**src/rtl/axil_demux_consts.svh**
```systemverilog
// AXI4-Lite write demux constants

`ifndef AXIL_DEMUX_CONSTS_SVH
`define AXIL_DEMUX_CONSTS_SVH

// bus widths
`define AXIL_ADDR_W 32
`define AXIL_DATA_W 32
`define AXIL_STRB_W (`AXIL_DATA_W / 8)

// number of manager-side ports
`define AXIL_NUM_PORTS 4

// outstanding selects held by each order queue
`define AXIL_MAX_TRANS 4

`endif

```
**src/rtl/axil_demux_pkg.sv**
```systemverilog
// AXI4-Lite write demux types

`include "axil_demux_consts.svh"

package axil_demux_pkg;

  // index of a manager-side port
  typedef logic [$clog2(`AXIL_NUM_PORTS)-1:0] port_sel_t;

  // AXI write response code
  typedef enum logic [1:0] {
    OKAY   = 2'b00,
    EXOKAY = 2'b01,
    SLVERR = 2'b10,
    DECERR = 2'b11
  } resp_t;

endpackage

```
**src/rtl/aw_dispatch.sv**
```systemverilog
// Write address dispatch

`include "axil_demux_consts.svh"

module aw_dispatch
  import axil_demux_pkg::*;
(
  input  logic                       clk_i,
  input  logic                       arst_n_i,
  // subordinate side AW
  input  logic                       aw_valid_i,
  input  logic [`AXIL_ADDR_W-1:0]    aw_addr_i,
  input  port_sel_t                  aw_sel_i,
  output logic                       aw_ready_o,
  // manager side AW, address broadcast
  output logic [`AXIL_NUM_PORTS-1:0] mst_aw_valid_o,
  output logic [`AXIL_ADDR_W-1:0]    mst_aw_addr_o,
  input  logic [`AXIL_NUM_PORTS-1:0] mst_aw_ready_i,
  // W-order queue head towards the W steering
  output port_sel_t                  w_sel_o,
  output logic                       w_sel_empty_o,
  input  logic                       w_sel_pop_i
);

  logic lock_d;
  logic lock_q;
  logic w_push;
  logic w_full;

  assign mst_aw_addr_o = aw_addr_i;

  // --------------------------------------------------
  // handshake and lock
  // --------------------------------------------------
  // the select is pushed on the first cycle the valid goes out;
  // while the chosen port stalls the lock keeps the valid up
  // without pushing again
  always_comb begin
    lock_d         = lock_q;
    aw_ready_o     = 1'b0;
    mst_aw_valid_o = '0;
    w_push         = 1'b0;
    if (lock_q) begin
      mst_aw_valid_o[aw_sel_i] = 1'b1;
      if (mst_aw_ready_i[aw_sel_i]) begin
        aw_ready_o = 1'b1;
        lock_d     = 1'b0;
      end
    end else if (aw_valid_i && !w_full) begin
      w_push                   = 1'b1;
      mst_aw_valid_o[aw_sel_i] = 1'b1;
      if (mst_aw_ready_i[aw_sel_i]) begin
        aw_ready_o = 1'b1;
      end else begin
        lock_d = 1'b1;
      end
    end
  end

  always_ff @(posedge clk_i or negedge arst_n_i) begin
    if (!arst_n_i) begin
      lock_q <= 1'b0;
    end else begin
      lock_q <= lock_d;
    end
  end

  // --------------------------------------------------
  // W-order queue
  // --------------------------------------------------
  sel_fifo #(
    .DEPTH    (`AXIL_MAX_TRANS)
  ) u_w_order (
    .clk_i    (clk_i),
    .arst_n_i (arst_n_i),
    .push_i   (w_push),
    .data_i   (aw_sel_i),
    .pop_i    (w_sel_pop_i),
    .data_o   (w_sel_o),
    .full_o   (w_full),
    .empty_o  (w_sel_empty_o)
  );

  a_sel_in_range : assert property (@(posedge clk_i) disable iff (!arst_n_i)
    aw_valid_i |-> (int'(aw_sel_i) < `AXIL_NUM_PORTS))
    else $error("aw_sel_i names a port that does not exist");

  // a stalled address stays on the same port until it is taken
  a_locked_valid_held : assert property (@(posedge clk_i) disable iff (!arst_n_i)
    (|mst_aw_valid_o && !aw_ready_o) |=> (mst_aw_valid_o == $past(mst_aw_valid_o)))
    else $error("manager AW valid dropped or moved before acceptance");

endmodule

```
**src/rtl/axil_wr_demux.sv**
```systemverilog
// AXI4-Lite write path demux

`include "axil_demux_consts.svh"

module axil_wr_demux
  import axil_demux_pkg::*;
(
  input  logic                        clk_i,
  input  logic                        arst_n_i,
  // --------------------------------------------------
  // subordinate side
  // --------------------------------------------------
  input  logic                        aw_valid_i,
  input  logic [`AXIL_ADDR_W-1:0]     aw_addr_i,
  input  port_sel_t                   aw_sel_i,
  output logic                        aw_ready_o,
  input  logic                        w_valid_i,
  input  logic [`AXIL_DATA_W-1:0]     w_data_i,
  input  logic [`AXIL_STRB_W-1:0]     w_strb_i,
  output logic                        w_ready_o,
  output logic                        b_valid_o,
  output resp_t                       b_resp_o,
  input  logic                        b_ready_i,
  // --------------------------------------------------
  // manager side, one bit or entry per port
  // --------------------------------------------------
  output logic [`AXIL_NUM_PORTS-1:0]  mst_aw_valid_o,
  output logic [`AXIL_ADDR_W-1:0]     mst_aw_addr_o,
  input  logic [`AXIL_NUM_PORTS-1:0]  mst_aw_ready_i,
  output logic [`AXIL_NUM_PORTS-1:0]  mst_w_valid_o,
  output logic [`AXIL_DATA_W-1:0]     mst_w_data_o,
  output logic [`AXIL_STRB_W-1:0]     mst_w_strb_o,
  input  logic [`AXIL_NUM_PORTS-1:0]  mst_w_ready_i,
  input  logic [`AXIL_NUM_PORTS-1:0]  mst_b_valid_i,
  input  resp_t [`AXIL_NUM_PORTS-1:0] mst_b_resp_i,
  output logic [`AXIL_NUM_PORTS-1:0]  mst_b_ready_o
);

  // W-order queue head, owned by dispatch and popped by steering
  port_sel_t w_sel;
  logic      w_sel_empty;
  logic      w_sel_pop;

  aw_dispatch u_aw_dispatch (
    .clk_i          (clk_i),
    .arst_n_i       (arst_n_i),
    .aw_valid_i     (aw_valid_i),
    .aw_addr_i      (aw_addr_i),
    .aw_sel_i       (aw_sel_i),
    .aw_ready_o     (aw_ready_o),
    .mst_aw_valid_o (mst_aw_valid_o),
    .mst_aw_addr_o  (mst_aw_addr_o),
    .mst_aw_ready_i (mst_aw_ready_i),
    .w_sel_o        (w_sel),
    .w_sel_empty_o  (w_sel_empty),
    .w_sel_pop_i    (w_sel_pop)
  );

  wb_steer u_wb_steer (
    .clk_i         (clk_i),
    .arst_n_i      (arst_n_i),
    .w_valid_i     (w_valid_i),
    .w_data_i      (w_data_i),
    .w_strb_i      (w_strb_i),
    .w_ready_o     (w_ready_o),
    .mst_w_valid_o (mst_w_valid_o),
    .mst_w_data_o  (mst_w_data_o),
    .mst_w_strb_o  (mst_w_strb_o),
    .mst_w_ready_i (mst_w_ready_i),
    .w_sel_i       (w_sel),
    .w_sel_empty_i (w_sel_empty),
    .w_sel_pop_o   (w_sel_pop),
    .b_valid_o     (b_valid_o),
    .b_resp_o      (b_resp_o),
    .b_ready_i     (b_ready_i),
    .mst_b_valid_i (mst_b_valid_i),
    .mst_b_resp_i  (mst_b_resp_i),
    .mst_b_ready_o (mst_b_ready_o)
  );

endmodule

```
**src/rtl/sel_fifo.sv**
```systemverilog
// In-order port select queue

`include "axil_demux_consts.svh"

module sel_fifo
  import axil_demux_pkg::*;
#(
  parameter int unsigned DEPTH = `AXIL_MAX_TRANS
) (
  input  logic      clk_i,
  input  logic      arst_n_i,
  input  logic      push_i,
  input  port_sel_t data_i,
  input  logic      pop_i,
  output port_sel_t data_o,
  output logic      full_o,
  output logic      empty_o
);

  // a single entry still needs a one-bit pointer
  localparam int unsigned PTR_W = (DEPTH > 1) ? $clog2(DEPTH) : 1;
  localparam int unsigned CNT_W = $clog2(DEPTH + 1);

  port_sel_t        mem_q [DEPTH];
  logic [PTR_W-1:0] wr_ptr_q;
  logic [PTR_W-1:0] rd_ptr_q;
  logic [CNT_W-1:0] count_q;

  // wrap at DEPTH, which need not be a power of two
  function automatic logic [PTR_W-1:0] next_ptr(input logic [PTR_W-1:0] ptr);
    if (ptr == PTR_W'(DEPTH - 1)) begin
      return '0;
    end
    return ptr + 1'b1;
  endfunction

  assign full_o  = (count_q == CNT_W'(DEPTH));
  assign empty_o = (count_q == '0);
  // oldest entry, no fall-through from data_i
  assign data_o  = mem_q[rd_ptr_q];

  always_ff @(posedge clk_i) begin
    if (push_i) begin
      mem_q[wr_ptr_q] <= data_i;
    end
  end

  always_ff @(posedge clk_i or negedge arst_n_i) begin
    if (!arst_n_i) begin
      wr_ptr_q <= '0;
      rd_ptr_q <= '0;
      count_q  <= '0;
    end else begin
      if (push_i) begin
        wr_ptr_q <= next_ptr(wr_ptr_q);
      end
      if (pop_i) begin
        rd_ptr_q <= next_ptr(rd_ptr_q);
      end
      case ({push_i, pop_i})
        2'b10:   count_q <= count_q + 1'b1;
        2'b01:   count_q <= count_q - 1'b1;
        default: count_q <= count_q;
      endcase
    end
  end

  // callers gate push and pop with the flags
  a_no_overflow : assert property (@(posedge clk_i) disable iff (!arst_n_i)
    push_i |-> !full_o)
    else $error("select queue pushed while full");

  a_no_underflow : assert property (@(posedge clk_i) disable iff (!arst_n_i)
    pop_i |-> !empty_o)
    else $error("select queue popped while empty");

endmodule

```
**src/rtl/wb_steer.sv**
```systemverilog
// W steering and B merging

`include "axil_demux_consts.svh"

module wb_steer
  import axil_demux_pkg::*;
(
  input  logic                                clk_i,
  input  logic                                arst_n_i,
  // subordinate side W
  input  logic                                w_valid_i,
  input  logic [`AXIL_DATA_W-1:0]             w_data_i,
  input  logic [`AXIL_STRB_W-1:0]             w_strb_i,
  output logic                                w_ready_o,
  // manager side W, data and strobe broadcast
  output logic [`AXIL_NUM_PORTS-1:0]          mst_w_valid_o,
  output logic [`AXIL_DATA_W-1:0]             mst_w_data_o,
  output logic [`AXIL_STRB_W-1:0]             mst_w_strb_o,
  input  logic [`AXIL_NUM_PORTS-1:0]          mst_w_ready_i,
  // head of the W-order queue
  input  port_sel_t                           w_sel_i,
  input  logic                                w_sel_empty_i,
  output logic                                w_sel_pop_o,
  // subordinate side B
  output logic                                b_valid_o,
  output resp_t                               b_resp_o,
  input  logic                                b_ready_i,
  // manager side B
  input  logic [`AXIL_NUM_PORTS-1:0]          mst_b_valid_i,
  input  resp_t [`AXIL_NUM_PORTS-1:0]         mst_b_resp_i,
  output logic [`AXIL_NUM_PORTS-1:0]          mst_b_ready_o
);

  logic      w_open;
  logic      w_xfer;
  port_sel_t b_sel;
  logic      b_full;
  logic      b_empty;
  logic      b_pop;

  // --------------------------------------------------
  // W channel
  // --------------------------------------------------
  // a beat may leave only when its address is known and
  // there is room to remember where its response comes from
  assign w_open = !w_sel_empty_i && !b_full;

  assign mst_w_data_o = w_data_i;
  assign mst_w_strb_o = w_strb_i;

  for (genvar i = 0; i < `AXIL_NUM_PORTS; i++) begin : g_mst_w
    assign mst_w_valid_o[i] = w_open && w_valid_i && (w_sel_i == port_sel_t'(i));
  end

  assign w_ready_o   = w_open && mst_w_ready_i[w_sel_i];
  assign w_xfer      = w_valid_i && w_ready_o;
  assign w_sel_pop_o = w_xfer;

  // --------------------------------------------------
  // B-order queue
  // --------------------------------------------------
  sel_fifo #(
    .DEPTH    (`AXIL_MAX_TRANS)
  ) u_b_order (
    .clk_i    (clk_i),
    .arst_n_i (arst_n_i),
    .push_i   (w_xfer),
    .data_i   (w_sel_i),
    .pop_i    (b_pop),
    .data_o   (b_sel),
    .full_o   (b_full),
    .empty_o  (b_empty)
  );

  // --------------------------------------------------
  // B channel
  // --------------------------------------------------
  // only the port at the head may answer, others wait their turn
  assign b_valid_o = !b_empty && mst_b_valid_i[b_sel];
  assign b_resp_o  = b_empty ? OKAY : mst_b_resp_i[b_sel];

  for (genvar i = 0; i < `AXIL_NUM_PORTS; i++) begin : g_mst_b
    assign mst_b_ready_o[i] = !b_empty && b_ready_i && (b_sel == port_sel_t'(i));
  end

  assign b_pop = b_valid_o && b_ready_i;

  // relies on the manager port holding its response
  a_b_held : assert property (@(posedge clk_i) disable iff (!arst_n_i)
    (b_valid_o && !b_ready_i) |=> (b_valid_o && $stable(b_resp_o)))
    else $error("B response dropped or changed before b_ready_i");

endmodule

```
**config.mk**
```make
export PLATFORM = sky130hd
export DESIGN_NAME = axil_wr_demux
export DESIGN_NICKNAME = d
export VERILOG_FILES = /design/src/rtl/axil_demux_pkg.sv /design/src/rtl/aw_dispatch.sv /design/src/rtl/axil_wr_demux.sv /design/src/rtl/sel_fifo.sv /design/src/rtl/wb_steer.sv
export VERILOG_INCLUDE_DIRS = /design/src /design/src/rtl
export SDC_FILE = /design/constraint.sdc
export NUM_CORES = 1
export LEC_CHECK = 0
export BUFFER_PORTS_ARGS = -buffer_cell sky130_fd_sc_hd__buf_2
export CELL_PAD_IN_SITES_DETAIL_PLACEMENT = 2
export CELL_PAD_IN_SITES_GLOBAL_PLACEMENT = 2
export CORE_UTILIZATION = 20
export CTS_BUF_LIST = sky130_fd_sc_hd__clkbuf_4 sky130_fd_sc_hd__clkbuf_8
export DETAILED_ROUTE_END_ITERATION = 8
export PLACE_DENSITY_LB_ADDON = 0.1
export SYNTH_ARGS = -nofsm -noshare
export SYNTH_HDL_FRONTEND = slang
export SYNTH_SLANG_ARGS = --single-unit
```
**constraint.sdc**
```tcl
create_clock -name clk_i -period 2.6 [get_ports clk_i]
set_input_delay 0.39 -clock clk_i [delete_from_list [all_inputs] [get_ports clk_i]]
set_output_delay 0.39 -clock clk_i [all_outputs]
set_load 0.02 [all_outputs]
```
# Word level (Yosys, flattened, before mapping)
# Memories as Yosys holds them, arrays and structs flattened.
# Cells that the tools add are included.
[word_totals]
ff_bits = 15
inputBits = 95
ram_bits = 16
output_inout_bits = 85
mem_count = 2
word_cells = 107
[op_classes]
eq_ne = 16
muxes = 43
add_sub_neg = 8
n_reduce_logical = 27
n_lt_le_gt_ge = 4
[memory_table]
columns = ["name", "depth", "word_bits", "rd", "rd_ports_with_merged_regs", "wr", "line_no", "text"]
rows = [
  ["u_aw_dispatch.u_w_order.mem_q", 4, 2, 1, 0, 1, "sel_fifo.sv:24", "port_sel_t mem_q [DEPTH];"],
  ["u_wb_steer.u_b_order.mem_q", 4, 2, 1, 0, 1, "sel_fifo.sv:24", ""],
]
[op_table]
columns = ["cell", "count"]
rows = [
  ["1-bit 2-to-1 mux", 24],
  ["2-bit equality test (second input constant)", 10],
  ["2-bit 2-to-1 mux", 10],
  ["1-bit logical AND", 17],
  ["3-bit case mux with 2 select lines", 2],
  ["2-bit by 3-bit less-than comparator with 1-bit output (second input constant)", 3],
  ["2-bit by 1-bit adder with 2-bit output (second input constant)", 4],
  ["2-bit by 1-bit equality test with 1-bit output (second input constant)", 4],
  ["4-bit 2-to-1 mux", 2],
  ["3-bit by 1-bit adder with 3-bit output (second input constant)", 2],
  ["1-bit binary-select mux with 2-bit select", 3],
  ["3-bit equality test (second input constant)", 2],
  ["3-bit zero test", 2],
  ["3-bit by 1-bit subtractor with 3-bit output (second input constant)", 2],
  ["2-bit binary-select mux with 2-bit select", 1],
  ["1-bit zero test", 4],
  ["2-bit zero test", 2],
  ["2-bit nonzero test", 2],
  ["1-bit demux with 2-bit select", 1],
  ["2-bit by 1-bit >= comparator with 1-bit output (second input constant)", 1],
]

# Longest topological paths before layout
# Gate-level depths: netlist (run 1).
[logic_depth]
depth_word = 7
mapped_depth = 12
depth_no_buf = 12

# Cells and area by module
# From an unflattened synthesis (run 1), not the netlist that was laid out.
[unflattened]
cells_unflattened = 197
area_unflattened_um2 = 2269.7
[modules_own_cells]
columns = ["mod", "cells_each", "n_inst", "area_per_inst_um2", "seq_area_each_um2"]
rows = [
  ["sel_fifo (u_aw_dispatch.u_w_order)", 48, 1, 713.2, 415.4],
  ["sel_fifo (u_wb_steer.u_b_order)", 48, 1, 708.2, 415.4],
  ["wb_steer", 56, 1, 496.7, 0.0],
  ["aw_dispatch", 45, 1, 351.6, 25.0],
]

# Least setup slack after synthesis (run 1)
# Ideal clock, no wire load.
[synth_timing]
path_type = "register -> register"
startpoint = "reg u_aw_dispatch.u_w_order.rd_ptr_q[0]"
endpoint = "reg u_aw_dispatch.u_w_order.count_q[2]"
arrival_time_ns = 2.649
stages_incl_launch_ff = 10
required_time_ns = 2.521
setup_slack_ns = -0.128
n_path_buf = 0
synth_period_minus_slack_ns = 2.728
setup_time_ns = 0.079
path_cell_list = "dfrtp_1 -> mux4_2 -> nand3b_4 -> o22ai_4 -> ha_1 -> inv_1 -> fa_1 -> xor2_1 -> nor2_1 -> xor2_1"
[synth_via]
elab_chain_cells = 7
word_cells_on_any_way = 9
cone_classes = "eq/ne: 2; mux: 3; reduce/logical: 3; memory: 1"
[synth_rtl]
columns = ["item", "line_no", "text"]
rows = [
  ["from (decl)", "sel_fifo.sv:26", "logic [PTR_W-1:0] rd_ptr_q;"],
  ["from (signal assigned)", "sel_fifo.sv:58", "rd_ptr_q <= next_ptr(rd_ptr_q);"],
  ["memory 4 x 2 bit (*)", "--", ""],
  ["named net u_aw_dispatch.u_w_order.data_o[0]", "sel_fifo.sv:15", "output port_sel_t data_o,"],
  ["1-bit binary-select mux with 2-bit select (*)", "wb_steer.sv:55", "assign w_ready_o = w_open && mst_w_ready_i[w_sel_i];"],
  ["1-bit 2-to-1 mux (not written as such) (*)", "wb_steer.sv:55", ""],
  ["1-bit logical AND (*)", "wb_steer.sv:55", ""],
  ["1-bit logical AND (*)", "wb_steer.sv:56", "assign w_xfer = w_valid_i && w_ready_o;"],
  ["named net u_aw_dispatch.u_w_order.pop_i", "sel_fifo.sv:14", "input logic pop_i,"],
  ["2-bit by 1-bit equality test with 1-bit output or 2-bit equality test (tied branches)", "sel_fifo.sv:60", "case ({push_i, pop_i})"],
  ["3-bit case mux with 2 select lines or 2-bit nonzero test (tied branches)", "--", ""],
  ["to (signal assigned)", "sel_fifo.sv:61", "2'b10: count_q <= count_q + 1'b1;"],
  ["to (signal assigned)", "sel_fifo.sv:62", "2'b01: count_q <= count_q - 1'b1;"],
  ["to (signal assigned)", "sel_fifo.sv:63", "default: count_q <= count_q;"],
  ["to (decl)", "sel_fifo.sv:27", "logic [CNT_W-1:0] count_q;"],
]
# The timed path passes the listed nets; every way through them passes the cells marked *. The select of a mux whose other input is x is not followed.
# A chain may end at the register's enable or synchronous reset.

# Worst setup path after layout (run 1)
[layout_timing]
startpoint = "reg u_wb_steer.u_b_order.rd_ptr_q[0]"
endpoint = "reg u_wb_steer.u_b_order.count_q[2]"
[layout_via]
elab_chain_cells = 7
word_cells_on_any_way = 9
cone_classes = "eq/ne: 2; mux: 3; reduce/logical: 3; memory: 1"
[layout_rtl]
columns = ["item", "line_no", "text"]
rows = [
  ["from (decl)", "sel_fifo.sv:26", ""],
  ["from (signal assigned)", "sel_fifo.sv:58", ""],
  ["memory 4 x 2 bit (*)", "--", ""],
  ["1-bit binary-select mux with 2-bit select (*)", "wb_steer.sv:79", "assign b_valid_o = !b_empty && mst_b_valid_i[b_sel];"],
  ["1-bit 2-to-1 mux (not written as such) (*)", "wb_steer.sv:79", ""],
  ["1-bit logical AND (*)", "wb_steer.sv:79", ""],
  ["1-bit logical AND (*)", "wb_steer.sv:86", "assign b_pop = b_valid_o && b_ready_i;"],
  ["named net u_wb_steer.b_pop", "wb_steer.sv:39", "logic b_pop;"],
  ["2-bit by 1-bit equality test with 1-bit output or 2-bit equality test (tied branches)", "sel_fifo.sv:60", ""],
  ["3-bit case mux with 2 select lines or 2-bit nonzero test (tied branches)", "--", ""],
  ["to (signal assigned)", "sel_fifo.sv:61", ""],
  ["to (signal assigned)", "sel_fifo.sv:62", ""],
  ["to (signal assigned)", "sel_fifo.sv:63", ""],
  ["to (decl)", "sel_fifo.sv:27", ""],
]
# Marked as above.

==> impl_metrics.py, run 1 <==
metrics = {
    "floorplan": {
        "core-area_um2": 11470,
        "design.die.area_um2": 12280,
        "die_w_um": 110.8,
        "ios": 180,
        "die_h_um": 110.8,
        "start_util": 0.2065,
        "rows": 39,
    },
    "critical_path": {
        "cp.arrival_ps": 2790,
        "r2r_setup_slack_ps": 20,
        "cp.required_ps": 2810,
        "reg2reg_from": "u_wb_steer.u_b_order.rd_ptr_q[0]",
        "endpoint_kind": "register",
        "crit_fanout": 4,
        "crit_type": "reg -> reg",
        "r2r_cells": 11,
        "critPathLaunchType": "register",
        "worstReg2RegEnd": "u_wb_steer.u_b_order.count_q[2]",
    },
    "cts": {
        "cts_root_buffer": "clkbuf_8",
        "clk-insertion-delay-late_ps": 280,
        "htree_levels": 2,
        "cts_tree": "yes",
        "clock_sinks": 31,
        "clk_transition_reported_paths_ps": 80,
        "cts_made_buffers": 5,
        "postCtsHoldBufs": 0,
        "clock_path_buffers": 2,
    },
    "finish": {
        "drive_gt1_frac": 0.4976,
        "fill_cells": 1261,
        "fin_nets": 319,
        "antenna_cells": 0,
        "final_area_um2": 2539,
        "ff_latch_area_um2": 858.3,
        "area_growth_pct": 7.184,
        "multi_input_area_um2": 969.7,
    },
    "flow_run": {
        "maxCapViolCount": 0,
    },
    "routing": {
        "first_iter_violations": 27,
        "vias": 1355,
        "routedWlPerCell_um": 14.48,
        "drc": 0,
        "vias_per_cell": 3.828,
        "drt_wl_total_um": 5125,
        "first_pass_iters": 2,
        "postRouteAntennaNets": 0,
    },
    "sta": {
        "final-max-slew-violation-count": 0,
        "skew_ps": 7.954,
        "rsz0062_at_grt": "true",
        "tightest_slew_ps": 442.2,
        "period_share": 0.9936,
        "fmax_mhz": 387.1,
        "post-route-min-period_ps": 2583,
        "final_hold_viol_count": 0,
        "final-setup-viol-count": 0,
        "setup_tns_ps": 0,
        "slew_headroom": 0.7052,
    },
    "logic_synthesis": {
        "ys.warnings.count": 0,
        "syn_area_um2": 2369,
        "syn_nets": 318,
        "ys_types": 32,
        "seq_area_frac_synth": 0.3613,
        "synthCells": 209,
        "synth-compound-area-share": 0.01532,
        "synth-xor-area-share": 0.02219,
        "syn-mean-instance-area_um2": 11.33,
        "synthSimpleGateAreaFrac": 0.1067,
        "synth_seq_cells": 31,
        "synthMuxAreaShare": 0.1717,
        "synth_top_family_by_area": "buffers and inverters",
        "synthAdderAreaFrac": 0.08030,
    },
    "global_route": {
        "grt_max_degree": 16,
        "overflow": 0,
        "grt_pass1_wl_um": 8390,
        "grt_usage": 0.08870,
        "grt_pass1_vias": 1592,
        "grt_antenna_before_repair": 0,
    },
    "power_and_ir_drop": {
        "ir_drop_uv": 353.0,
        "p_per_area_nw_per_um2": 1231,
        "p_leak_nw": 1.158,
    },
    "placed_design": {
        "port-buffer-count": 43,
        "hpwl_um": 4128,
        "place_area_um2": 2386,
        "place_congestion": 0.7499,
    },
    "worst_hold_path": {
        "hp-class": "in -> async",
    },
    "outcome": {
        "status": "finished, final reports clean",
    },
}
placed cells by master (no fill, tap or decap), drive strengths merged, types with 2 or more instances in the layout:
master,count
nand3,2
dfrtp,15
nor2,15
fa,2
clkinv,2
ha,12
mux2,12
buf,63
clkbuf,5
nand2,4
and2,9
and3,2
mux2i,9
nor3,3
nor3b,2
xor2,4
edfxtp,16
xnor2,2
mux4,6
inv,14
nor2b,3
cell usage after synthesis:
master / n / area share
ha_1: 12 / 0.063
buf_4: 68 / 0.22
o22ai_4: 1 / 0.0085
fa_1: 2 / 0.017
and3_2: 2 / 0.0063
nand2_1: 4 / 0.0063
nor3_1: 3 / 0.0063
nor2b_1: 3 / 0.0079
o21ai_0: 1 / 0.0021
dfrtp_1: 15 / 0.16
nor3b_1: 2 / 0.0063
a21oi_1: 1 / 0.0021
mux2i_4: 1 / 0.0095
mux2i_1: 8 / 0.034
mux2_4: 7 / 0.044
inv_1: 13 / 0.021
buf_6: 1 / 0.0048
xor2_1: 4 / 0.015
nand3_1: 2 / 0.0042
inv_2: 1 / 0.0016
and3b_1: 1 / 0.0037
a31oi_1: 1 / 0.0026
xnor2_1: 2 / 0.0074
mux2_2: 5 / 0.024
edfxtp_1: 16 / 0.20
nand3b_4: 1 / 0.0085
mux4_1: 2 / 0.022
and2b_2: 1 / 0.0037
mux4_2: 4 / 0.038
and2_1: 9 / 0.024
nor2_1: 15 / 0.024
nand2b_4: 1 / 0.0058
per-stage QoR:
| stage | total power, W | setup slack [ps] | instances | util | hold WS [ps] |
|---|---|---|---|---|---|
| finish | 0.003125 | 16.57 | 354 | 0.2214 | 30.77 |
| CTS | 0.003166 | -8.158 | 351 | 0.2195 | 43.97 |
| global route | 0.003378 | -109.4 | 354 | 0.2214 | 55.09 |
| floorplan | 0.002184 | -13.95 | 209 | - | 94.41 |
| detailed placement | 0.002620 | -64.73 | 341 | 0.2081 | 370.3 |
| global placement | 0.002531 | -0.3031 | 341 | 0.2081 | 358.5 |
power breakdown:
| group | switching [W] | total (W) | internal (W) |
|---|---|---|---|
| clock network | 0.000196 | 0.000477 | 0.000281 |
| logic | 0.000855 | 0.00179 | 0.000937 |
| registers | 0.000141 | 0.000856 | 0.000716 |
| total | 0.00119 | 0.00313 | 0.00193 |
cell families after synthesis:
family | count (synthesis)
xor gates and xnor gates | 6
buffers and inverters | 83
DFF | 31
muxes | 27
and+or+nand+nor | 44
AOI/OAI and AO/OA | 4
adders and majority gates | 14
flip-flops by register name, summed over array words and instances (netlist names):
signal	flops
u_aw_dispatch.u_w_order.mem_q	8
u_wb_steer.u_b_order.mem_q	8
u_aw_dispatch.u_w_order.count_q	3
u_wb_steer.u_b_order.count_q	3
u_aw_dispatch.u_w_order.rd_ptr_q	2
u_aw_dispatch.u_w_order.wr_ptr_q	2
u_wb_steer.u_b_order.rd_ptr_q	2
u_wb_steer.u_b_order.wr_ptr_q	2
u_aw_dispatch.lock_q	1
worst max path at each step:
stage / start / end / depth (start not counted)
global route: u_wb_steer.u_b_order.rd_ptr_q[0] / u_wb_steer.u_b_order.count_q[2] / 11
global placement: u_wb_steer.u_b_order.rd_ptr_q[0] / u_wb_steer.u_b_order.count_q[2] / 11
finish: u_wb_steer.u_b_order.rd_ptr_q[0] / u_wb_steer.u_b_order.count_q[2] / 11
detailed placement: u_wb_steer.u_b_order.rd_ptr_q[0] / u_wb_steer.u_b_order.count_q[2] / 11
CTS: u_wb_steer.u_b_order.rd_ptr_q[0] / u_wb_steer.u_b_order.count_q[2] / 11
floorplan: u_aw_dispatch.u_w_order.rd_ptr_q[0] / u_aw_dispatch.u_w_order.count_q[2] / 9
metal layers:
metal  wire, um  part of all wire  track usage  vias up
met2       2577              0.50       0.1578       49
li1           -                 -            -      629
met5          0                 0            0        -
met1       2127              0.42      0.09607      667
met3        335             0.065      0.02843       10
met4         85             0.017      0.03822        0
final cells by class:
cell class,count,area share
inverter,14,0.02169
clock inverter,3,0.01528
timing repair buffer,63,0.1454
multi-input combinational,95,0.3820
tap,143,0.07048
sequential,31,0.3381
clock buffer,5,0.02711
what timing repair did:
action | 4_1_cts | 5_1_grt
buffers inserted | 2 | 3
pin swaps | 2 | 2
setup endpoints to repair | 4 | 4
gates resized for setup | 3 | 2
hold endpoints to repair | 0 | 0
critical path: stages, from the launching register on:
cell and delay [ps]:
dfrtp_2 410, mux4_2 570, mux2i_1 150, mux2_4 280, nand2b_4 150, inv_4 50, ha_4 120, inv_2 30
fa_2 330, xor2_1 140, nor2_1 120, xor2_1 150
Power figures use the tool's default switching activity.
==> run 2: changes to the inputs <==
- CORE_ASPECT_RATIO: unset -> 0.75
==> run 2 against run 1 <==
The run now ends with negative setup slack left; non-clock buffer count unchanged; clock skew fell by 5.8 ps; maximum frequency decreased by 0.67%; critical path depth stayed put; total power is 3.6% lower.
==> impl_metrics.py, run 2 (same netlist as run 1, synthesis figures left out) <==
metrics = {
    "outcome": {
        "status": "finished, violations left",
        "violations": "negative setup slack",
    },
    "routing": {
        "first_pass_iters": 6,
        "drt-met1-wl_um": 2082,
        "met2_length_um": 2597,
        "wl_met3_um": 350,
        "routedWlPerCell_um": 13.64,
        "vias_per_cell": 3.737,
        "postRouteAntennaNets": 0,
        "drt_wl_total_um": 5087,
        "top_layer": "met4",
        "vias": 1394,
        "first_iter_violations": 22,
        "drc": 0,
    },
    "global_route": {
        "grt_pass1_vias": 1586,
        "grt_antenna_before_repair": 0,
        "grt_usage": 0.08770,
        "overflow": 0,
        "grt_max_degree": 16,
        "grt_pass1_wl_um": 7976,
    },
    "floorplan": {
        "ios": 180,
        "start_util": 0.2047,
        "die_h_um": 96.25,
        "rows": 34,
        "core-area_um2": 11570,
        "design.die.area_um2": 12290,
        "die_w_um": 127.7,
    },
    "finish": {
        "fill_cells": 1308,
        "drive_gt1_frac": 0.5024,
        "final_util": 0.2191,
        "fin_nets": 319,
        "instances_no_fill": 373,
        "reg.largest.list": "u_aw_dispatch.u_w_order.mem_q x8, u_wb_steer.u_b_order.mem_q x8",
        "mostFrequentLayoutCell": "buf_2",
        "area_growth_pct": 7.026,
        "antenna_cells": 0,
        "final_cell_mix": "buf_2, buf_4, edfxtp_1",
    },
    "cts": {
        "cts_tree": "yes",
        "htree_levels": 2,
        "cts_root_buffer": "clkbuf_8",
        "clock_path_buffers": 2,
        "clk_transition_reported_paths_ps": 70,
        "clock_sinks": 31,
        "cts_made_buffers": 5,
        "clk-insertion-delay-late_ps": 280,
    },
    "sta": {
        "slew_headroom": 0.7104,
        "final-setup-viol-count": 1,
        "post-route-min-period_ps": 2601,
        "rsz0062_at_grt": "true",
        "final-max-slew-violation-count": 0,
        "fmax_mhz": 384.5,
        "period_share": 1.000,
        "worst_slack_ps": -0.8471,
        "final_hold_viol_count": 0,
        "skew_ps": 2.194,
        "hold_ws_ps": 34.63,
        "setup_tns_ps": -0.8471,
        "tightest_slew_ps": 434.4,
    },
    "critical_path": {
        "path_buf_inv": 2,
        "cp_top_family": "multiplexers",
        "cp.required_ps": 2800,
        "crit_fanout": 4,
        "cp.arrival_ps": 2800,
        "endpoint_kind": "register",
        "crit_type": "reg -> reg",
        "crit_slowest_cell": "mux4_2",
        "critPathLaunchType": "register",
        "crit_path_max_incr_delay_ps": 580,
        "path_cells": "mux4_2 -> mux2i_1 -> mux2_4 -> nand2b_4 -> inv_2 -> ha_4 -> inv_2 -> fa_2 -> xor2_1 -> nor2_1 -> xor2_1",
    },
    "power_and_ir_drop": {
        "p_leak_nw": 1.143,
        "ir_drop_uv": 230.9,
        "p_per_area_nw_per_um2": 1189,
    },
    "flow_run": {
        "maxCapViolCount": 0,
    },
    "placed_design": {
        "placed_cells": 359,
        "place_congestion": 0.7420,
        "port-buffer-count": 43,
        "hpwl_um": 4124,
    },
    "worst_hold_path": {
        "hp-class": "in -> async",
    },
}
-- run 2: final timing paths --
check                                                   startpoint                                  end  slack, ps  cells after the start
worst max-delay path              u_wb_steer.u_b_order.rd_ptr_q[0]      u_wb_steer.u_b_order.count_q[2]       -0.8                     11
worst min-delay path                                      arst_n_i  u_aw_dispatch.u_w_order.wr_ptr_q[1]         30                      1
worst max register to register    u_wb_steer.u_b_order.rd_ptr_q[0]      u_wb_steer.u_b_order.count_q[2]       -0.8                     11
worst min register to register  u_aw_dispatch.u_w_order.count_q[2]   u_aw_dispatch.u_w_order.count_q[2]        510                      1
max in group asynchronous                                 arst_n_i  u_aw_dispatch.u_w_order.rd_ptr_q[0]       2240                      1
min in group clk_i                                     aw_sel_i[0]  u_aw_dispatch.u_w_order.mem_q[3][0]        420                      1
-- run 2: where the power goes --
part           internal, W  switching, W  total (W)  leakage (nW)
logic             0.000937      0.000838    0.00178         0.780
clock network     0.000193      0.000180   0.000372        0.0437
registers         0.000718      0.000148   0.000866         0.319
-- run 2: what timing repair did --
action | 4_1_cts | 5_1_grt
resized for setup | 2 | 6
endpoints found under the setup margin | 5 | 4
hold buffers | 0 | 0
setup buffers | 3 | 3
pin swaps | 1 | 2
-- run 2: layout make-up --
class | instances | area, um^2 | area share
multi-input cells | 95 | 962.2 | 0.3796
well taps | 162 | 202.7 | 0.07996
clock buffers | 6 | 76.32 | 0.03011
inverters | 14 | 52.55 | 0.02073
repair buffers | 63 | 374.1 | 0.1476
flip-flops and latches | 31 | 859.6 | 0.3391
clock inverters | 2 | 7.507 | 0.002962
-- run 2: layer usage --
layer  vias to the layer above  track usage
met2                        45       0.1553
met1                       708      0.09270
met3                        15      0.04058
met5                         -            0
li1                        626            -
met4                         0      0.03137
-- run 2: per-stage QoR --
step	power, W	setup WS, ps	area, um^2
after floorplan	0.002184	-13.95	2401
after CTS	0.003027	-25.13	2511
final	0.003014	-0.8471	2535
after detailed placement	0.002600	-153.5	2402
after global placement	0.002512	-10.07	2402
after global routing	0.003275	-132.2	2535
